===== config.mk =====
export PLATFORM = sky130hd
export DESIGN_NAME = cpu_core
export DESIGN_NICKNAME = d
export VERILOG_FILES = /design/src/cpu_pkg.sv /design/src/cpu_core.sv /design/src/execute_unit.sv /design/src/instr_decoder.sv /design/src/instr_fetch.sv /design/src/alu.sv /design/src/lifo_stack.sv /design/src/program_counter.sv
export SDC_FILE = /design/constraint.sdc
export NUM_CORES = 1
export LEC_CHECK = 0
export ABC_AREA = 1
export BUFFER_PORTS_ARGS = -buffer_cell sky130_fd_sc_hd__buf_2
export CORE_ASPECT_RATIO = 1.5
export CORE_MARGIN = 3
export CORE_UTILIZATION = 55
export DETAILED_ROUTE_END_ITERATION = 7
export PLACE_DENSITY = 0.77
export RECOVER_POWER = 50
export SLEW_MARGIN = 10
export SYNTH_ARGS = -nofsm -noshare
export SYNTH_HDL_FRONTEND = slang
export SYNTH_SLANG_ARGS = --single-unit

===== constraint.sdc =====
create_clock -name clk -period 4.7 [get_ports clk]
set_input_delay 0.47 -clock clk [delete_from_list [all_inputs] [get_ports clk]]
set_output_delay 0.47 -clock clk [all_outputs]
set_load 0.005 [all_outputs]

===== src/cpu_pkg.sv =====
// Shared definitions for the accumulator/stack processor core
// Opcodes, ALU functions, execute controls and default widths

package cpu_pkg;

	// Default widths -----------------------------
	parameter int NBOPCO = 7;
	parameter int NBOPER = 9;
	parameter int MINSTW = 9;
	parameter int MDATAW = 9;
	parameter int NUBITS = 16;
	parameter int SDEPTH = 8;
	parameter int DDEPTH = 8;
	parameter int NBIO   = 2;

	// Instruction set ----------------------------
	typedef enum logic [6:0] {
		OP_NOP = 7'd0,
		OP_LOD = 7'd1,
		OP_SET = 7'd2,
		OP_PSH = 7'd3,
		OP_POP = 7'd4,
		OP_INN = 7'd5,
		OP_OUT = 7'd6,
		OP_ADD = 7'd7,
		OP_SUB = 7'd8,
		OP_AND = 7'd9,
		OP_ORR = 7'd10,
		OP_XOR = 7'd11,
		OP_SHL = 7'd12,
		OP_SHR = 7'd13,
		OP_LES = 7'd14,
		OP_JMP = 7'd15,
		OP_JIZ = 7'd16,
		OP_CAL = 7'd17,
		OP_RET = 7'd18,
		OP_EQU = 7'd19,
		OP_INV = 7'd20
	} opcode_e;

	typedef enum logic [3:0] {
		ALU_PASS_ACC,
		ALU_PASS_IN,
		ALU_ADD,
		ALU_SUB,
		ALU_AND,
		ALU_OR,
		ALU_XOR,
		ALU_SHL,
		ALU_SHR,
		ALU_LES,
		ALU_EQU,
		ALU_NOT
	} alu_op_e;

	// Where the execute operand comes from
	typedef enum logic [1:0] {
		SRC_MEM,
		SRC_STACK,
		SRC_IO
	} src_e;

	// Structs ------------------------------------
	typedef struct packed {
		alu_op_e           alu_op;
		src_e              src;
		logic              mem_we;
		logic              push;
		logic              pop;
		logic              out_en;
		logic [NBOPER-1:0] addr;
	} exec_ctrl_t;

	typedef struct packed {
		logic              en;
		logic [MDATAW-1:0] addr;
		logic [NUBITS-1:0] data;
	} mem_wr_t;

	typedef struct packed {
		logic              en;
		logic [NBIO-1:0]   addr;
		logic [NUBITS-1:0] data;
	} io_out_t;

endpackage

===== src/cpu_core.sv =====
// Processor core top level
// Two stages, fetch/decode then execute, around external
// instruction memory, data memory and I/O ports

module cpu_core #(
	parameter int NBOPCO = cpu_pkg::NBOPCO,
	parameter int NBOPER = cpu_pkg::NBOPER,
	parameter int MINSTW = cpu_pkg::MINSTW,
	parameter int MDATAW = cpu_pkg::MDATAW,
	parameter int NUBITS = cpu_pkg::NUBITS,
	parameter int SDEPTH = cpu_pkg::SDEPTH,
	parameter int DDEPTH = cpu_pkg::DDEPTH,
	parameter int NBIO   = cpu_pkg::NBIO
) (
	input  logic                     clk,
	input  logic                     rst,
	input  logic [NBOPCO+NBOPER-1:0] instr,
	output logic [MINSTW-1:0]        instr_addr,
	output logic [MDATAW-1:0]        mem_addr_rd,
	input  logic [NUBITS-1:0]        mem_data_rd,
	output cpu_pkg::mem_wr_t         mem_wr,
	input  logic [NUBITS-1:0]        io_in,
	output logic                     req_in,
	output logic [NBIO-1:0]          addr_in,
	output cpu_pkg::io_out_t         io_out
);
	import cpu_pkg::*;

	opcode_e           opcode;
	logic [NBOPER-1:0] operand;
	exec_ctrl_t        ctrl;
	logic              acc_lsb;

	instr_fetch #(
		.NBOPCO(NBOPCO),
		.NBOPER(NBOPER),
		.MINSTW(MINSTW),
		.SDEPTH(SDEPTH)
	) u_fetch (
		.clk       (clk),
		.rst       (rst),
		.instr     (instr),
		.acc_lsb   (acc_lsb),
		.instr_addr(instr_addr),
		.opcode    (opcode),
		.operand   (operand)
	);

	instr_decoder #(
		.NBOPER(NBOPER),
		.MDATAW(MDATAW),
		.NBIO  (NBIO)
	) u_decoder (
		.clk        (clk),
		.rst        (rst),
		.opcode     (opcode),
		.operand    (operand),
		.ctrl       (ctrl),
		.mem_addr_rd(mem_addr_rd),
		.req_in     (req_in),
		.addr_in    (addr_in)
	);

	execute_unit #(
		.NUBITS(NUBITS),
		.MDATAW(MDATAW),
		.NBIO  (NBIO),
		.DDEPTH(DDEPTH)
	) u_execute (
		.clk        (clk),
		.rst        (rst),
		.ctrl       (ctrl),
		.mem_data_rd(mem_data_rd),
		.io_in      (io_in),
		.mem_wr     (mem_wr),
		.io_out     (io_out),
		.acc_lsb    (acc_lsb)
	);

endmodule


===== src/execute_unit.sv =====
// Execute stage
// Operand select, ALU, accumulator, data stack, memory write and
// the registered output port

module execute_unit #(
	parameter int NUBITS = cpu_pkg::NUBITS,
	parameter int MDATAW = cpu_pkg::MDATAW,
	parameter int NBIO   = cpu_pkg::NBIO,
	parameter int DDEPTH = cpu_pkg::DDEPTH
) (
	input  logic                clk,
	input  logic                rst,
	input  cpu_pkg::exec_ctrl_t ctrl,
	input  logic [NUBITS-1:0]   mem_data_rd,
	input  logic [NUBITS-1:0]   io_in,
	output cpu_pkg::mem_wr_t    mem_wr,
	output cpu_pkg::io_out_t    io_out,
	output logic                acc_lsb
);
	import cpu_pkg::*;

	logic [NUBITS-1:0] acc;
	logic [NUBITS-1:0] in1;
	logic [NUBITS-1:0] stack_top;
	logic [NUBITS-1:0] alu_out;
	logic              out_en_q;
	logic [NBIO-1:0]   out_addr_q;
	logic [NUBITS-1:0] out_data_q;

	// Operand select -----------------------------
	always_comb begin
		case (ctrl.src)
			SRC_STACK: in1 = stack_top;
			SRC_IO:    in1 = io_in;
			default:   in1 = mem_data_rd;
		endcase
	end

	alu #(
		.NUBITS(NUBITS)
	) u_alu (
		.op    (ctrl.alu_op),
		.in1   (in1),
		.acc   (acc),
		.result(alu_out)
	);

	// JIZ in decode sees the value this instruction leaves behind
	assign acc_lsb = alu_out[0];

	always_ff @(posedge clk or posedge rst) begin
		if (rst) begin
			acc <= '0;
		end else begin
			acc <= alu_out;
		end
	end

	lifo_stack #(
		.WIDTH(NUBITS),
		.DEPTH(DDEPTH)
	) u_data_stack (
		.clk (clk),
		.rst (rst),
		.push(ctrl.push),
		.pop (ctrl.pop),
		.din (acc),
		.top (stack_top)
	);

	// Memory and port writes ---------------------
	assign mem_wr = '{en: ctrl.mem_we, addr: ctrl.addr[MDATAW-1:0], data: acc};

	always_ff @(posedge clk or posedge rst) begin
		if (rst) begin
			out_en_q <= 1'b0;
		end else begin
			out_en_q <= ctrl.out_en;
		end
	end

	always_ff @(posedge clk) begin
		out_addr_q <= ctrl.addr[NBIO-1:0];
		out_data_q <= acc;
	end

	assign io_out = '{en: out_en_q, addr: out_addr_q, data: out_data_q};

endmodule


===== src/instr_decoder.sv =====
// Instruction decoder
// Maps the opcode to execute controls, issues the memory read and
// input request, and holds the decode-to-execute register

module instr_decoder #(
	parameter int NBOPER = cpu_pkg::NBOPER,
	parameter int MDATAW = cpu_pkg::MDATAW,
	parameter int NBIO   = cpu_pkg::NBIO
) (
	input  logic                clk,
	input  logic                rst,
	input  cpu_pkg::opcode_e    opcode,
	input  logic [NBOPER-1:0]   operand,
	output cpu_pkg::exec_ctrl_t ctrl,
	output logic [MDATAW-1:0]   mem_addr_rd,
	output logic                req_in,
	output logic [NBIO-1:0]     addr_in
);
	import cpu_pkg::*;

	exec_ctrl_t next_ctrl;

	// Read side goes out during decode, data lands in execute
	assign mem_addr_rd = operand[MDATAW-1:0];
	assign req_in      = (opcode == OP_INN);
	assign addr_in     = operand[NBIO-1:0];

	always_comb begin
		next_ctrl        = '0;
		next_ctrl.alu_op = ALU_PASS_ACC;
		next_ctrl.src    = SRC_MEM;
		next_ctrl.addr   = operand;
		case (opcode)
			OP_LOD: next_ctrl.alu_op = ALU_PASS_IN;
			OP_SET: next_ctrl.mem_we = 1'b1;
			OP_PSH: next_ctrl.push   = 1'b1;
			OP_POP: begin
				next_ctrl.alu_op = ALU_PASS_IN;
				next_ctrl.src    = SRC_STACK;
				next_ctrl.pop    = 1'b1;
			end
			OP_INN: begin
				next_ctrl.alu_op = ALU_PASS_IN;
				next_ctrl.src    = SRC_IO;
			end
			OP_OUT: next_ctrl.out_en = 1'b1;
			OP_ADD: next_ctrl.alu_op = ALU_ADD;
			OP_SUB: next_ctrl.alu_op = ALU_SUB;
			OP_AND: next_ctrl.alu_op = ALU_AND;
			OP_ORR: next_ctrl.alu_op = ALU_OR;
			OP_XOR: next_ctrl.alu_op = ALU_XOR;
			OP_SHL: next_ctrl.alu_op = ALU_SHL;
			OP_SHR: next_ctrl.alu_op = ALU_SHR;
			OP_LES: next_ctrl.alu_op = ALU_LES;
			OP_EQU: next_ctrl.alu_op = ALU_EQU;
			OP_INV: next_ctrl.alu_op = ALU_NOT;
			// Branches, NOP and unused codes leave the accumulator alone
			default: next_ctrl.alu_op = ALU_PASS_ACC;
		endcase
	end

	// All-zero controls are a NOP
	always_ff @(posedge clk or posedge rst) begin
		if (rst) begin
			ctrl <= '0;
		end else begin
			ctrl <= next_ctrl;
		end
	end

endmodule


===== src/instr_fetch.sv =====
// Instruction fetch
// Picks the next instruction address from the counter, a branch
// target or the call stack, and splits the instruction word

module instr_fetch #(
	parameter int NBOPCO = cpu_pkg::NBOPCO,
	parameter int NBOPER = cpu_pkg::NBOPER,
	parameter int MINSTW = cpu_pkg::MINSTW,
	parameter int SDEPTH = cpu_pkg::SDEPTH
) (
	input  logic                     clk,
	input  logic                     rst,
	input  logic [NBOPCO+NBOPER-1:0] instr,
	input  logic                     acc_lsb,
	output logic [MINSTW-1:0]        instr_addr,
	output cpu_pkg::opcode_e         opcode,
	output logic [NBOPER-1:0]        operand
);
	import cpu_pkg::*;

	logic              started;
	logic              jump;
	logic              call;
	logic              ret;
	logic              load;
	logic [MINSTW-1:0] pc_addr;
	logic [MINSTW-1:0] ret_addr;
	logic [MINSTW-1:0] target;

	// Word answering the reset-time address arrives one cycle later
	always_ff @(posedge clk or posedge rst) begin
		if (rst) begin
			started <= 1'b0;
		end else begin
			started <= 1'b1;
		end
	end

	// Word read during reset is not a real instruction
	assign opcode  = started ? opcode_e'(instr[NBOPCO+NBOPER-1:NBOPER]) : OP_NOP;
	assign operand = instr[NBOPER-1:0];

	// Branches resolve here ------------------------
	// JIZ taken on an even accumulator
	assign jump = (opcode == OP_JMP) || ((opcode == OP_JIZ) && !acc_lsb);
	assign call = (opcode == OP_CAL);
	assign ret  = (opcode == OP_RET);
	assign load = jump || call || ret;

	assign target     = ret ? ret_addr : operand[MINSTW-1:0];
	assign instr_addr = load ? target : pc_addr;

	program_counter #(
		.MINSTW(MINSTW)
	) u_pc (
		.clk   (clk),
		.rst   (rst),
		.load  (load),
		.target(target),
		.addr  (pc_addr)
	);

	// Counter already points past the CAL, so that is the return address
	lifo_stack #(
		.WIDTH(MINSTW),
		.DEPTH(SDEPTH)
	) u_call_stack (
		.clk (clk),
		.rst (rst),
		.push(call),
		.pop (ret),
		.din (pc_addr),
		.top (ret_addr)
	);

endmodule


===== src/alu.sv =====
// Integer ALU
// Arithmetic, logic, shift and compare, accumulator as first operand

module alu #(
	parameter int NUBITS = cpu_pkg::NUBITS
) (
	input  cpu_pkg::alu_op_e  op,
	input  logic [NUBITS-1:0] in1,
	input  logic [NUBITS-1:0] acc,
	output logic [NUBITS-1:0] result
);
	import cpu_pkg::*;

	logic [3:0] shamt;
	logic       less;
	logic       equal;

	assign shamt = in1[3:0];
	assign less  = $signed(acc) < $signed(in1);
	assign equal = (acc == in1);

	always_comb begin
		case (op)
			ALU_PASS_ACC: result = acc;
			ALU_PASS_IN:  result = in1;
			ALU_ADD:      result = acc + in1;
			ALU_SUB:      result = acc - in1;
			ALU_AND:      result = acc & in1;
			ALU_OR:       result = acc | in1;
			ALU_XOR:      result = acc ^ in1;
			ALU_SHL:      result = acc << shamt;
			ALU_SHR:      result = acc >> shamt;
			// Compares yield 0 or 1
			ALU_LES:      result = {{(NUBITS-1){1'b0}}, less};
			ALU_EQU:      result = {{(NUBITS-1){1'b0}}, equal};
			ALU_NOT:      result = ~acc;
			default:      result = acc;
		endcase
	end

endmodule


===== src/lifo_stack.sv =====
// Push/pop stack with a combinational top of stack
// Serves as both the call stack and the data stack

module lifo_stack #(
	parameter int WIDTH = cpu_pkg::NUBITS,
	parameter int DEPTH = cpu_pkg::DDEPTH
) (
	input  logic             clk,
	input  logic             rst,
	input  logic             push,
	input  logic             pop,
	input  logic [WIDTH-1:0] din,
	output logic [WIDTH-1:0] top
);

	localparam int AW = (DEPTH > 1) ? $clog2(DEPTH) : 1;

	logic [WIDTH-1:0] mem [DEPTH];
	logic [AW-1:0]    ptr;
	logic [AW-1:0]    ptr_dec;

	// ptr points at the next free slot
	assign ptr_dec = ptr - 1'b1;
	assign top     = mem[ptr_dec];

	always_ff @(posedge clk or posedge rst) begin
		if (rst) begin
			ptr <= '0;
		end else if (push) begin
			ptr <= ptr + 1'b1;
		end else if (pop) begin
			ptr <= ptr_dec;
		end
	end

	always_ff @(posedge clk) begin
		if (push) begin
			mem[ptr] <= din;
		end
	end

endmodule


===== src/program_counter.sv =====
// Instruction address counter
// Steps by one each cycle, or continues from a loaded branch target

module program_counter #(
	parameter int MINSTW = cpu_pkg::MINSTW
) (
	input  logic              clk,
	input  logic              rst,
	input  logic              load,
	input  logic [MINSTW-1:0] target,
	output logic [MINSTW-1:0] addr
);

	logic [MINSTW-1:0] base;

	// Address presented this cycle, counter holds the one after it
	assign base = load ? target : addr;

	always_ff @(posedge clk or posedge rst) begin
		if (rst) begin
			addr <= '0;
		end else begin
			addr <= base + 1'b1;
		end
	end

endmodule


# ---- Yosys cells after proc, flatten, opt, wreduce, memory -nomap -nowiden
# Memories as Yosys holds them, arrays and structs flattened.
# Cells that the tools add are included.
dict set report totals {
  ramBits 200
  out_inout_bits 66
  word_cells 94
  memories 2
  regBits 70
  in_bits 50
}
dict set report op_classes {
  mux 19
  magnitude_cmp 1
  n_shift 2
  n_eq_ne 34
  reduce_logical 9
  bitwise_logic 4
  add_sub_neg 7
}
# memory words word_bits read_ports rd_clocked_by_memory_dff write_ports line
set memory_table {}
lappend memory_table {u_execute.u_data_stack.mem 8 16 1 0 1 lifo_stack.sv:18} ;# logic [WIDTH-1:0] mem [DEPTH];
lappend memory_table {u_fetch.u_call_stack.mem 8 9 1 0 1 lifo_stack.sv:18}
# cell count
set ops {}
lappend ops {{$pmux 16 s11} 1}
lappend ops {{$eq 7x4->1 const B} 8}
lappend ops {{$pmux 4 s11} 1}
lappend ops {{$eq 7x5->1 const B} 5}
lappend ops {{$pmux 16 s2} 1}
lappend ops {{$eq 7x3->1 const B} 4}
lappend ops {{$mux 9} 2}
lappend ops {{$add 16x16->16} 1}
lappend ops {{$and 16x16->16} 1}
lappend ops {{$eq 16x16->1} 1}
lappend ops {{$eq 4x3->1 const B} 4}
lappend ops {{$eq 4x4->1 const B} 4}
lappend ops {{$lt 16x16->1} 1}
lappend ops {{$not 16->16} 1}
lappend ops {{$or 16x16->16} 1}
lappend ops {{$shl 16x4->16} 1}
lappend ops {{$shr 16x4->16} 1}
lappend ops {{$sub 16x16->16} 1}
lappend ops {{$xor 16x16->16} 1}
lappend ops {{$eq 7x2->1 const B} 2}
lappend ops {{$mux 3} 4}
lappend ops {{$reduce_bool 11->1} 1}
lappend ops {{$add 9x1->9 const B} 1}
lappend ops {{$eq 4x2->1 const B} 2}
lappend ops {{other kinds (14)} 26}

# ---- Depth between registers and ports, before layout
# Gate-level depths: netlist of the first run.
# An unclocked memory read counts as a cell.
dict set report depth {
  depth_word 12
  depth_mapped 39
  depth_no_buf 34
}

# ---- Modules after synthesis
# A second synthesis of the first run with hierarchy kept.
dict set report hier_totals {
  hier_cells 2338
  area_unflattened_um2 17321.6
}
# module seq_area_each_um2 area_per_inst_um2 n_inst cells_each
set by_module_without_submodules {}
lappend by_module_without_submodules {{lifo_stack (u_execute.u_data_stack)} 3918.8 5810.6 1 590}
lappend by_module_without_submodules {alu 0.0 4818.4 1 971}
lappend by_module_without_submodules {{lifo_stack (u_fetch.u_call_stack)} 2237.1 3402.0 1 348}
lappend by_module_without_submodules {execute_unit 785.8 1343.8 1 155}
lappend by_module_without_submodules {instr_decoder 450.4 789.5 1 84}
lappend by_module_without_submodules {instr_fetch 25.0 596.8 1 115}
lappend by_module_without_submodules {program_counter 225.2 560.5 1 75}

# ---- Worst setup path before layout of the first run
# Ideal clock, no wire load.
dict set report synth_timing {
  path_kind {reg2reg}
  start {register u_execute.u_data_stack.ptr[0]}
  end {register u_fetch.u_pc.addr[8]}
  setup_slack_ps -348
  path_buffers 6
  synth_period_minus_slack_ps 5048
  t_arrival_ps 4931
  path_stages_with_launch 33
  required_time_ps 4583
  path_cell_list {dfrtp_1 -> inv_2 -> buf_2 -> clkbuf_1 -> buf_1 -> ha_1 -> clkbuf_1 -> clkbuf_1 -> o21ai_0 -> o221ai_1 -> o211ai_1 -> nand2_1 -> o21ai_0 -> ha_1 -> clkbuf_1 -> nor2_1 -> a221oi_1 -> nor2_1 -> a211oi_1 -> nand3_1 -> nand3_1 -> nand2_1 -> nand2_2 -> nand2_4 -> nand2_4 -> nand2_1 -> nand2_2 -> ha_1 -> nand3_1 -> nor2_2 -> nand3_1 -> nand2_1 -> nand2_1}
}
dict set report synth_between {
  elab_chain_len 12
  elab_cells_between_ends 20
}
# item line
set synth_lines {}
lappend synth_lines {{start, declared} lifo_stack.sv:19} ;# logic [AW-1:0] ptr;
lappend synth_lines {{start signal, assigned} lifo_stack.sv:30} ;# ptr <= ptr + 1'b1;
lappend synth_lines {{start signal, assigned} lifo_stack.sv:32} ;# ptr <= ptr_dec;
lappend synth_lines {{$sub 3x1->3 (*)} lifo_stack.sv:23} ;# assign ptr_dec = ptr - 1'b1;
lappend synth_lines {{$mem_v2 8x16 (*)} --}
lappend synth_lines {{$pmux 16 s2 (*)} execute_unit.sv:32} ;# case (ctrl.src)
lappend synth_lines {{$sub 16x16->16, or another cell as far along} alu.sv:27} ;# ALU_SUB: result = acc - in1;
lappend synth_lines {{$pmux 16 s11 (*)} alu.sv:23} ;# case (op)
lappend synth_lines {{$logic_not 1->1 (*)} instr_fetch.sv:45} ;# assign jump = (opcode == OP_JMP) || ((opcode == OP_JIZ) && !acc_lsb);
lappend synth_lines {{$logic_and 1x1->1 (*)} instr_fetch.sv:45}
lappend synth_lines {{$logic_or 1x1->1 (*)} instr_fetch.sv:45}
lappend synth_lines {{$logic_or 1x1->1 (*) (2 in a row)} instr_fetch.sv:48} ;# assign load = jump || call || ret;
lappend synth_lines {{$mux 9 (*)} --}
lappend synth_lines {{net instr_addr[0]} cpu_core.sv:18} ;# output logic [MINSTW-1:0] instr_addr,
lappend synth_lines {{$add 9x1->9 (*)} program_counter.sv:23} ;# addr <= base + 1'b1;
lappend synth_lines {{end signal, assigned} program_counter.sv:23}
lappend synth_lines {{end, declared} program_counter.sv:11} ;# output logic [MINSTW-1:0] addr
# The timed path passes the listed nets; every way through them passes the cells marked *.
# A chain may end at the register's enable or synchronous reset.

# ---- Worst setup path in the final report of the first run
dict set report layout_timing {
  start {register u_execute.u_data_stack.ptr[0]}
  end {output port instr_addr[7]}
}
dict set report layout_between {
  elab_chain_len 11
  elab_cells_between_ends 19
}
# item line
set layout_lines {}
lappend layout_lines {{$sub 3x1->3 (*)} lifo_stack.sv:23}
lappend layout_lines {{$mem_v2 8x16 (*)} --}
lappend layout_lines {{$pmux 16 s2 (*)} execute_unit.sv:32}
lappend layout_lines {{$sub 16x16->16, or another cell as far along} alu.sv:27}
lappend layout_lines {{$pmux 16 s11 (*)} alu.sv:23}
lappend layout_lines {{$logic_not 1->1 (*)} instr_fetch.sv:45}
lappend layout_lines {{$logic_and 1x1->1 (*)} instr_fetch.sv:45}
lappend layout_lines {{$logic_or 1x1->1 (*)} instr_fetch.sv:45}
lappend layout_lines {{$logic_or 1x1->1 (*) (2 in a row)} instr_fetch.sv:48}
lappend layout_lines {{$mux 9 (*)} instr_fetch.sv:51} ;# assign instr_addr = load ? target : pc_addr;
lappend layout_lines {{end, declared} cpu_core.sv:18}
# Every way passes the cells marked *; elsewhere a longest branch is shown, timed or not.

==> impl_metrics.yaml, run 1 <==
run_status:
  status: "finished with violations"
  failed_checks: "design-rule violations, max-capacitance violations, max-slew violations, negative setup slack"
floorplan:
  dieArea_mm2: 0.0286
  ios: 116
  core_mm2: 0.0259
  rows: 72
  fp.dieW_um: 139
  die_h_um: 206
  initial_core_util: 0.563
clocking:
  clk_pin_slew_ns: 0.06
  clk_latency_ns: 0.56
  cts_sinks: 269
  cts_made_buffers: 26
  cts.path.max_buffers: 3
  cts_tree: "built"
  h-tree-depth: 1
  clockRootBuffer: "clkbuf_16"
timing:
  rsz0062_at_grt: "true"
  finClkSkew_ns: 0.0217
  post-route-period-util: 1.00
  setup_viol: 4
  maxSlewViolCount: 52
  hold_viol: 0
  layout_min_cycle_time_ns: 4.71
  slew_headroom: -1.15
  fmax_ghz: 0.212
  fin_setup_tns_ns: -0.0268
  tightestPinTransition_ns: 3.23
  fin_ws_ns: -0.0142
layout:
  drive_gt1_frac: 0.228
  fin_util: 0.683
  antenna_cells: 0
  layout.nets: 1877
  layoutNonFillerInstCount: 2121
  syn_to_final_growth_pct: 21.4
  fillers: 1985
route:
  vias: 13200
  drt_iter0_markers: 1204
  post-route-drc-count: 1
  routed_wl_mm: 48.3
  drtAntennaViolNets: 0
  first_pass_iters: 8
  via_per_inst: 6.20
  wl_per_cell_um: 22.8
place:
  dp_hpwl_mm: 33.5
  gp_congestion: 1.06
  dp.cells: 2038
  post-place-ws_ns: -0.114
  port_buffers: 115
synth:
  synth.ff_latch_count: 269
  synth_warnings: 0
  synth_top_area_frac: 0.411
  synth_fa_ha_area_frac: 0.0516
  synth-edff-count: 200
  yosys-top-cells-count: "nand2_1 (241), edfxtp_1 (200), nor2_1 (195), o21ai_0 (171), inv_1 (145)"
  syn_nets: 1687
  yosys-top-cells-area: "edfxtp_1 (41%), dfrtp_1 (8.7%), nand2_1 (6.2%)"
  synth_top_family_by_area: "simple AND/OR/NAND/NOR gates"
  ys.flop_type: "edfxtp_1"
  yosys.cell_types.count: 55
  synth_top_area_cell: "edfxtp_1"
  synthXorXnorAreaFrac: 0.00660
  syn_avg_cell_area_um2: 9.25
  ys_async_sr_fraction: 0.190
  yosysMostFrequentCell: "nand2_1"
  ys_seq_area_frac: 0.523
  syn_inst: 1578
  synth_compound_area_frac: 0.167
  syn_area_mm2: 0.0146
  muxShareOfSynthArea: 0.00891
  synth-simple-area-share: 0.168
setup_path:
  cp_max_fo: 7
  worst_setup_path_start_kind: "register"
  cp_data_required_time_ns: 4.23
  arrival_ns: 4.24
  crit_type: "reg -> out"
  setup.worst_path.end_class: "output pin"
global_route:
  globalRoute.totalOverflow: 0
  grt_pass1_wl_mm: 71.7
  grt_use_total: 0.326
  antenna_found_initial: 1
  grt_pass1_vias: 13100
  grt_max_degree: 67
power:
  intPower_mw: 5.92
  ir_drop_mv: 0.430
  p_switching_mw: 3.60
  p_clk_frac: 0.239
  swShare: 0.378
  seq_power_share: 0.326
  combPwrFrac: 0.434
  p_total_mw: 9.52
  power.density_mw_per_mm2: 537
  p_leak_nw: 7.29
worst_hold_path:
  min_path_type: "in -> reg"
flow_run:
  cap_viol_max_count: 1
==> critical path: stages, from the launching register on <==
cell	delay [ns]
dfrtp_2	0.39
inv_4	0.06
ha_4	0.33
buf_8	0.16
buf_8	0.13
o21ai_0	0.09
o221ai_1	0.24
o211ai_1	0.17
nand2_1	0.10
o21ai_2	0.12
ha_1	0.36
inv_1	0.11
nand3_2	0.12
nor2_4	0.13
nand4_1	0.12
a21oi_2	0.16
nor3_2	0.06
nand2_1	0.06
nor2_1	0.05
nand2_2	0.08
nand2_4	0.07
nand2_8	0.10
buf_6	0.12
nand3b_1	0.07
nand2_1	0.10
inv_1	0.06
buf_2	0.12
==> cells by family (layout without fill, tap and decap cells) <==
logic type	Yosys count	in the layout
simple gates	577	578
compound gates	399	399
flops	269	269
buf+inv	249	458
fa+ha+maj	59	59
mux	13	13
xor+xnor	11	11
other cells	1	1
==> flip-flops by register name, indices dropped and copies added (netlist names) <==
name,cells
u_fetch.u_call_stack.ptr,3
u_execute.u_data_stack.mem,128
u_execute.u_data_stack.ptr,3
u_execute.out_en_q,1
u_fetch.u_call_stack.mem,72
u_fetch.u_pc.addr,9
u_execute.acc,16
u_decoder.ctrl,18
u_fetch.started,1
u_execute.out_addr_q,2
u_execute.out_data_q,16
==> layout make-up <==
class,count,area [um^2],area share
Inverter,155,589,0.0332
Clock inverter,17,226,0.0128
Timing Repair Buffer,255,1780,0.101
Multi-Input combinational cell,1061,6360,0.359
Sequential cell,269,7640,0.431
Clock buffer,31,711,0.0401
Tap cell,333,417,0.0235
==> layer usage <==
metal	global-route usage	share of wire
met5	0	0.00029
met4	0.278	0.097
met3	0.0460	0.074
met2	0.581	0.51
met1	0.334	0.32
==> worst paths after layout <==
path | from | endpoint | slack (ns) | cells after the start
max reg2reg | u_execute.u_data_stack.ptr[0]$_DFFE_PP0P_ | u_execute.acc[14]$_DFFE_PP0P_ | 0.26 | 35
max | u_execute.u_data_stack.ptr[0]$_DFFE_PP0P_ | instr_addr[7] | -0.01 | 26
min reg2reg | u_decoder.ctrl[9]$_DFF_PP0_ | u_execute.out_en_q$_DFF_PP0_ | 0.35 | 0
min | instr[8] | u_decoder.ctrl[8]$_DFF_PP0_ | 0.07 | 1
max in group asynchronous | rst | u_execute.u_data_stack.ptr[0]$_DFFE_PP0P_ | 1.46 | 3
min in group asynchronous | rst | u_decoder.ctrl[9]$_DFF_PP0_ | 1.16 | 3
==> power groups by stage <==
stage	registers [mW]	clock network [mW]	logic [mW]
floorplan	3.10	0	2.05
global placement	3.12	0	3.25
detailed placement	3.14	0	3.32
CTS	3.09	2.30	3.72
global route	3.13	2.40	4.43
finish	3.11	2.28	4.13
==> what timing repair did <==
action	in CTS	in global routing
pin swaps	30	49
setup buffers	19	15
gates resized for setup	58	87
hold buffers	0	0
gates cloned	1	2
setup endpoints to repair	17	17
==> cell usage in the layout, fill, tap and decap left out, types with 7 or more instances in the layout <==
cell,count
o21ai_1,16
o211ai_1,36
nand4_1,8
buf_6,10
nor3_1,13
buf_12,7
inv_1,133
dfxtp_1,18
o21ai_2,13
ha_4,10
clkbuf_1,20
nor2_1,190
nand2_4,8
buf_4,109
nand3_1,66
clkbuf_16,29
nand2_1,233
o21ai_0,150
xor2_1,9
o221ai_1,29
o32ai_1,9
mux2i_1,13
a21oi_1,63
o22ai_1,28
dfrtp_1,50
nand2_2,21
edfxtp_1,200
inv_2,15
a221oi_1,7
ha_1,43
buf_2,104
==> through the flow <==
step | cell area, um^2 | hold WS, ns
finish | 17700 | 0.0693
global route | 17700 | 0.0716
CTS | 17300 | 0.0467
detailed placement | 15900 | 0.336
global placement | 15900 | 0.334
floorplan | 14600 | 0.331
(Power assumes the default switching activity.)
==> run 2, diff against run 1 <==
Settings changed: MAX_ROUTING_LAYER set to met4.
==> run 2 against run 1 <==
- the run ends with max-capacitance violations, max-slew violations, negative setup slack left
- critical path depth grew 4
- wire length up 0.88%
- sequential share of layout area fell by 0.13 points
- cell count up 0.33%
- die area did not move
- sequential cell count stayed put
- clock power is 2% lower
- non-clock buffer count grew 5
- clock skew shrank 0.0066 ns
- sequential power fell by 1%
- register-to-register slack got worse by 0.29 ns
- largest cell class unchanged
==> impl_metrics.yaml, run 2 (synthesized netlist as in run 1, its figures left out) <==
run_status:
  status: "finished with violations"
  failed_checks: "max-capacitance violations, max-slew violations, negative setup slack"
layout:
  layout_common_cells: "nand2_1 (226), edfxtp_1 (200), nor2_1 (189)"
  layout.nets: 1883
  syn_to_final_growth_pct: 21.8
  drive_gt1_frac: 0.231
  largest_registers: "u_execute.u_data_stack.mem x128, u_fetch.u_call_stack.mem x72, u_decoder.ctrl x18"
  fillers: 1963
  largest_register_ff_count: 128
  antenna_cells: 0
  mostFrequentLayoutCell: "nand2_1"
  top_register: "u_execute.u_data_stack.mem"
setup_path:
  critPathMaxStageDelay_ns: 0.44
  cp-startpoint: "u_execute.u_data_stack.ptr[0]$_DFFE_PP0P_"
  reg2regPathDepth: 34
  cp_data_required_time_ns: 4.23
  crit_type: "reg -> out"
  worst_setup_path_start_kind: "register"
  r2r_start: "u_execute.u_data_stack.ptr[0]$_DFFE_PP0P_"
  crit_path_end: "instr_addr[4]"
  arrival_ns: 4.50
  ff2ff_setup_slack_ns: -0.03
  setup.worst_path.end_class: "output pin"
  cp_max_fo: 5
  r2r-end: "u_fetch.u_pc.addr[8]$_DFF_PP0_"
  critPathSlowestCell: "dfrtp_2"
global_route:
  grt_use_met1: 0.333
  grt.met3_usage: 0.0528
  grt_pass1_wl_mm: 72.4
  grt_pass1_vias: 13000
  use_met2: 0.599
  grt_max_degree: 67
  antenna_found_initial: 0
  grt-busiest-layer: "met2"
  grt_use_total: 0.337
  globalRoute.totalOverflow: 0
floorplan:
  fp.dieW_um: 139
  die_h_um: 206
  dieArea_mm2: 0.0286
  ios: 116
  rows: 72
  initial_core_util: 0.563
  core_mm2: 0.0259
clocking:
  cts_tree: "built"
  clk_latency_ns: 0.55
  cts.path.max_buffers: 3
  cts.hold.buffers_added: 0
  h-tree-depth: 1
  clk_pin_slew_ns: 0.06
  clockRootBuffer: "clkbuf_16"
  cts_made_buffers: 27
  cts_sinks: 269
timing:
  post-route-period-util: 1.06
  timing.hold.ws_ns: 0.0657
  tightestPinTransition_ns: 3.28
  fin_ws_ns: -0.274
  layout_min_cycle_time_ns: 4.97
  setup_viol: 10
  slew_headroom: -1.19
  rsz0062_at_grt: "true"
  maxSlewViolCount: 52
  fmax_ghz: 0.201
  hold_viol: 0
  finClkSkew_ns: 0.0151
place:
  port_buffers: 115
  post-place-ws_ns: -0.0843
  gp_congestion: 1.13
  dp_hpwl_mm: 33.0
power:
  ir_drop_mv: 0.651
  p_leak_nw: 7.30
  power.density_mw_per_mm2: 536
route:
  drtAntennaViolNets: 0
  post-route-drc-count: 0
  routed_wl_mm: 48.7
  via_per_inst: 6.16
  vias: 13100
  wl_per_cell_um: 22.9
  first_pass_iters: 6
  drt_iter0_markers: 1122
worst_hold_path:
  min_path_type: "in -> reg"
  worstHoldStart: "instr[8]"
flow_run:
  cap_viol_max_count: 1
==> run 2: cell count changes in the layout (fill, tap and decap cells not counted), sizes merged <==
cell,change
buf,+2
clkinv,-3
clkbuf,+8
bufinv,-1
clkinvlp,+1
==> run 2: through the flow <==
| stage | cell area, um^2 | util | cells | power (mW) | setup TNS (ns) |
|---|---|---|---|---|---|
| after global routing | 17800 | 0.685 | 2128 | 9.95 | -4.30 |
| final | 17800 | 0.685 | 2128 | 9.53 | -2.20 |
| after floorplan | 14600 | - | 1578 | 5.16 | 0 |
| after CTS | 17600 | 0.677 | 2123 | 9.28 | -1.18 |
| after global placement | 16000 | 0.617 | 2046 | 6.38 | 0 |
| after detailed placement | 16000 | 0.617 | 2046 | 6.46 | -0.405 |
==> run 2: report_power, final <==
part / switching (mW) / internal, mW
sequential: 0.202 / 2.87
clock: 0.927 / 1.30
combinational: 2.54 / 1.69
total: 3.67 / 5.86
==> run 2: worst min-delay path by stage <==
| stage | endpoint | slack, ns | cells after the start |
|---|---|---|---|
| floorplan | u_execute.out_en_q$_DFF_PP0_ | 0.33 | 0 |
| detailed placement | u_execute.out_en_q$_DFF_PP0_ | 0.34 | 0 |
| global route | u_decoder.ctrl[8]$_DFF_PP0_ | 0.07 | 1 |
| CTS | u_decoder.ctrl[3]$_DFF_PP0_ | 0.04 | 1 |
| finish | u_decoder.ctrl[8]$_DFF_PP0_ | 0.07 | 1 |
| global placement | u_execute.out_en_q$_DFF_PP0_ | 0.33 | 0 |
==> run 2: final cells by class <==
type | count | area (um^2) | share of cell area
flip-flops and latches | 269 | 7640 | 0.430
inverters | 155 | 592 | 0.0333
repair buffers | 260 | 1800 | 0.101
clock buffers | 36 | 719 | 0.0405
well taps | 333 | 417 | 0.0234
clock inverters | 14 | 189 | 0.0106
multi-input cells | 1061 | 6420 | 0.361
==> run 2: repair_timing <==
action                     in CTS  in global routing
resized for setup             103                 61
gates cloned                    4                  0
buffers inserted               24                  5
pin swaps                      48                 50
setup endpoints to repair      16                 18
==> run 2: critical path, delay by kind of cell (launching register included) <==
kind                       cells  cell delay [ns]
AOI/OAI and AO/OA              7             1.05
buffers and inverters         10             0.97
and+or+nand+nor               11             0.91
adders and majority gates      2             0.56
DFF                            1             0.44
==> run 2: layer usage <==
metal,part of all wire,up-vias
li1,-,5912
met1,0.32,6123
met2,0.51,791
met3,0.080,282
met4,0.085,0
met5,0,-
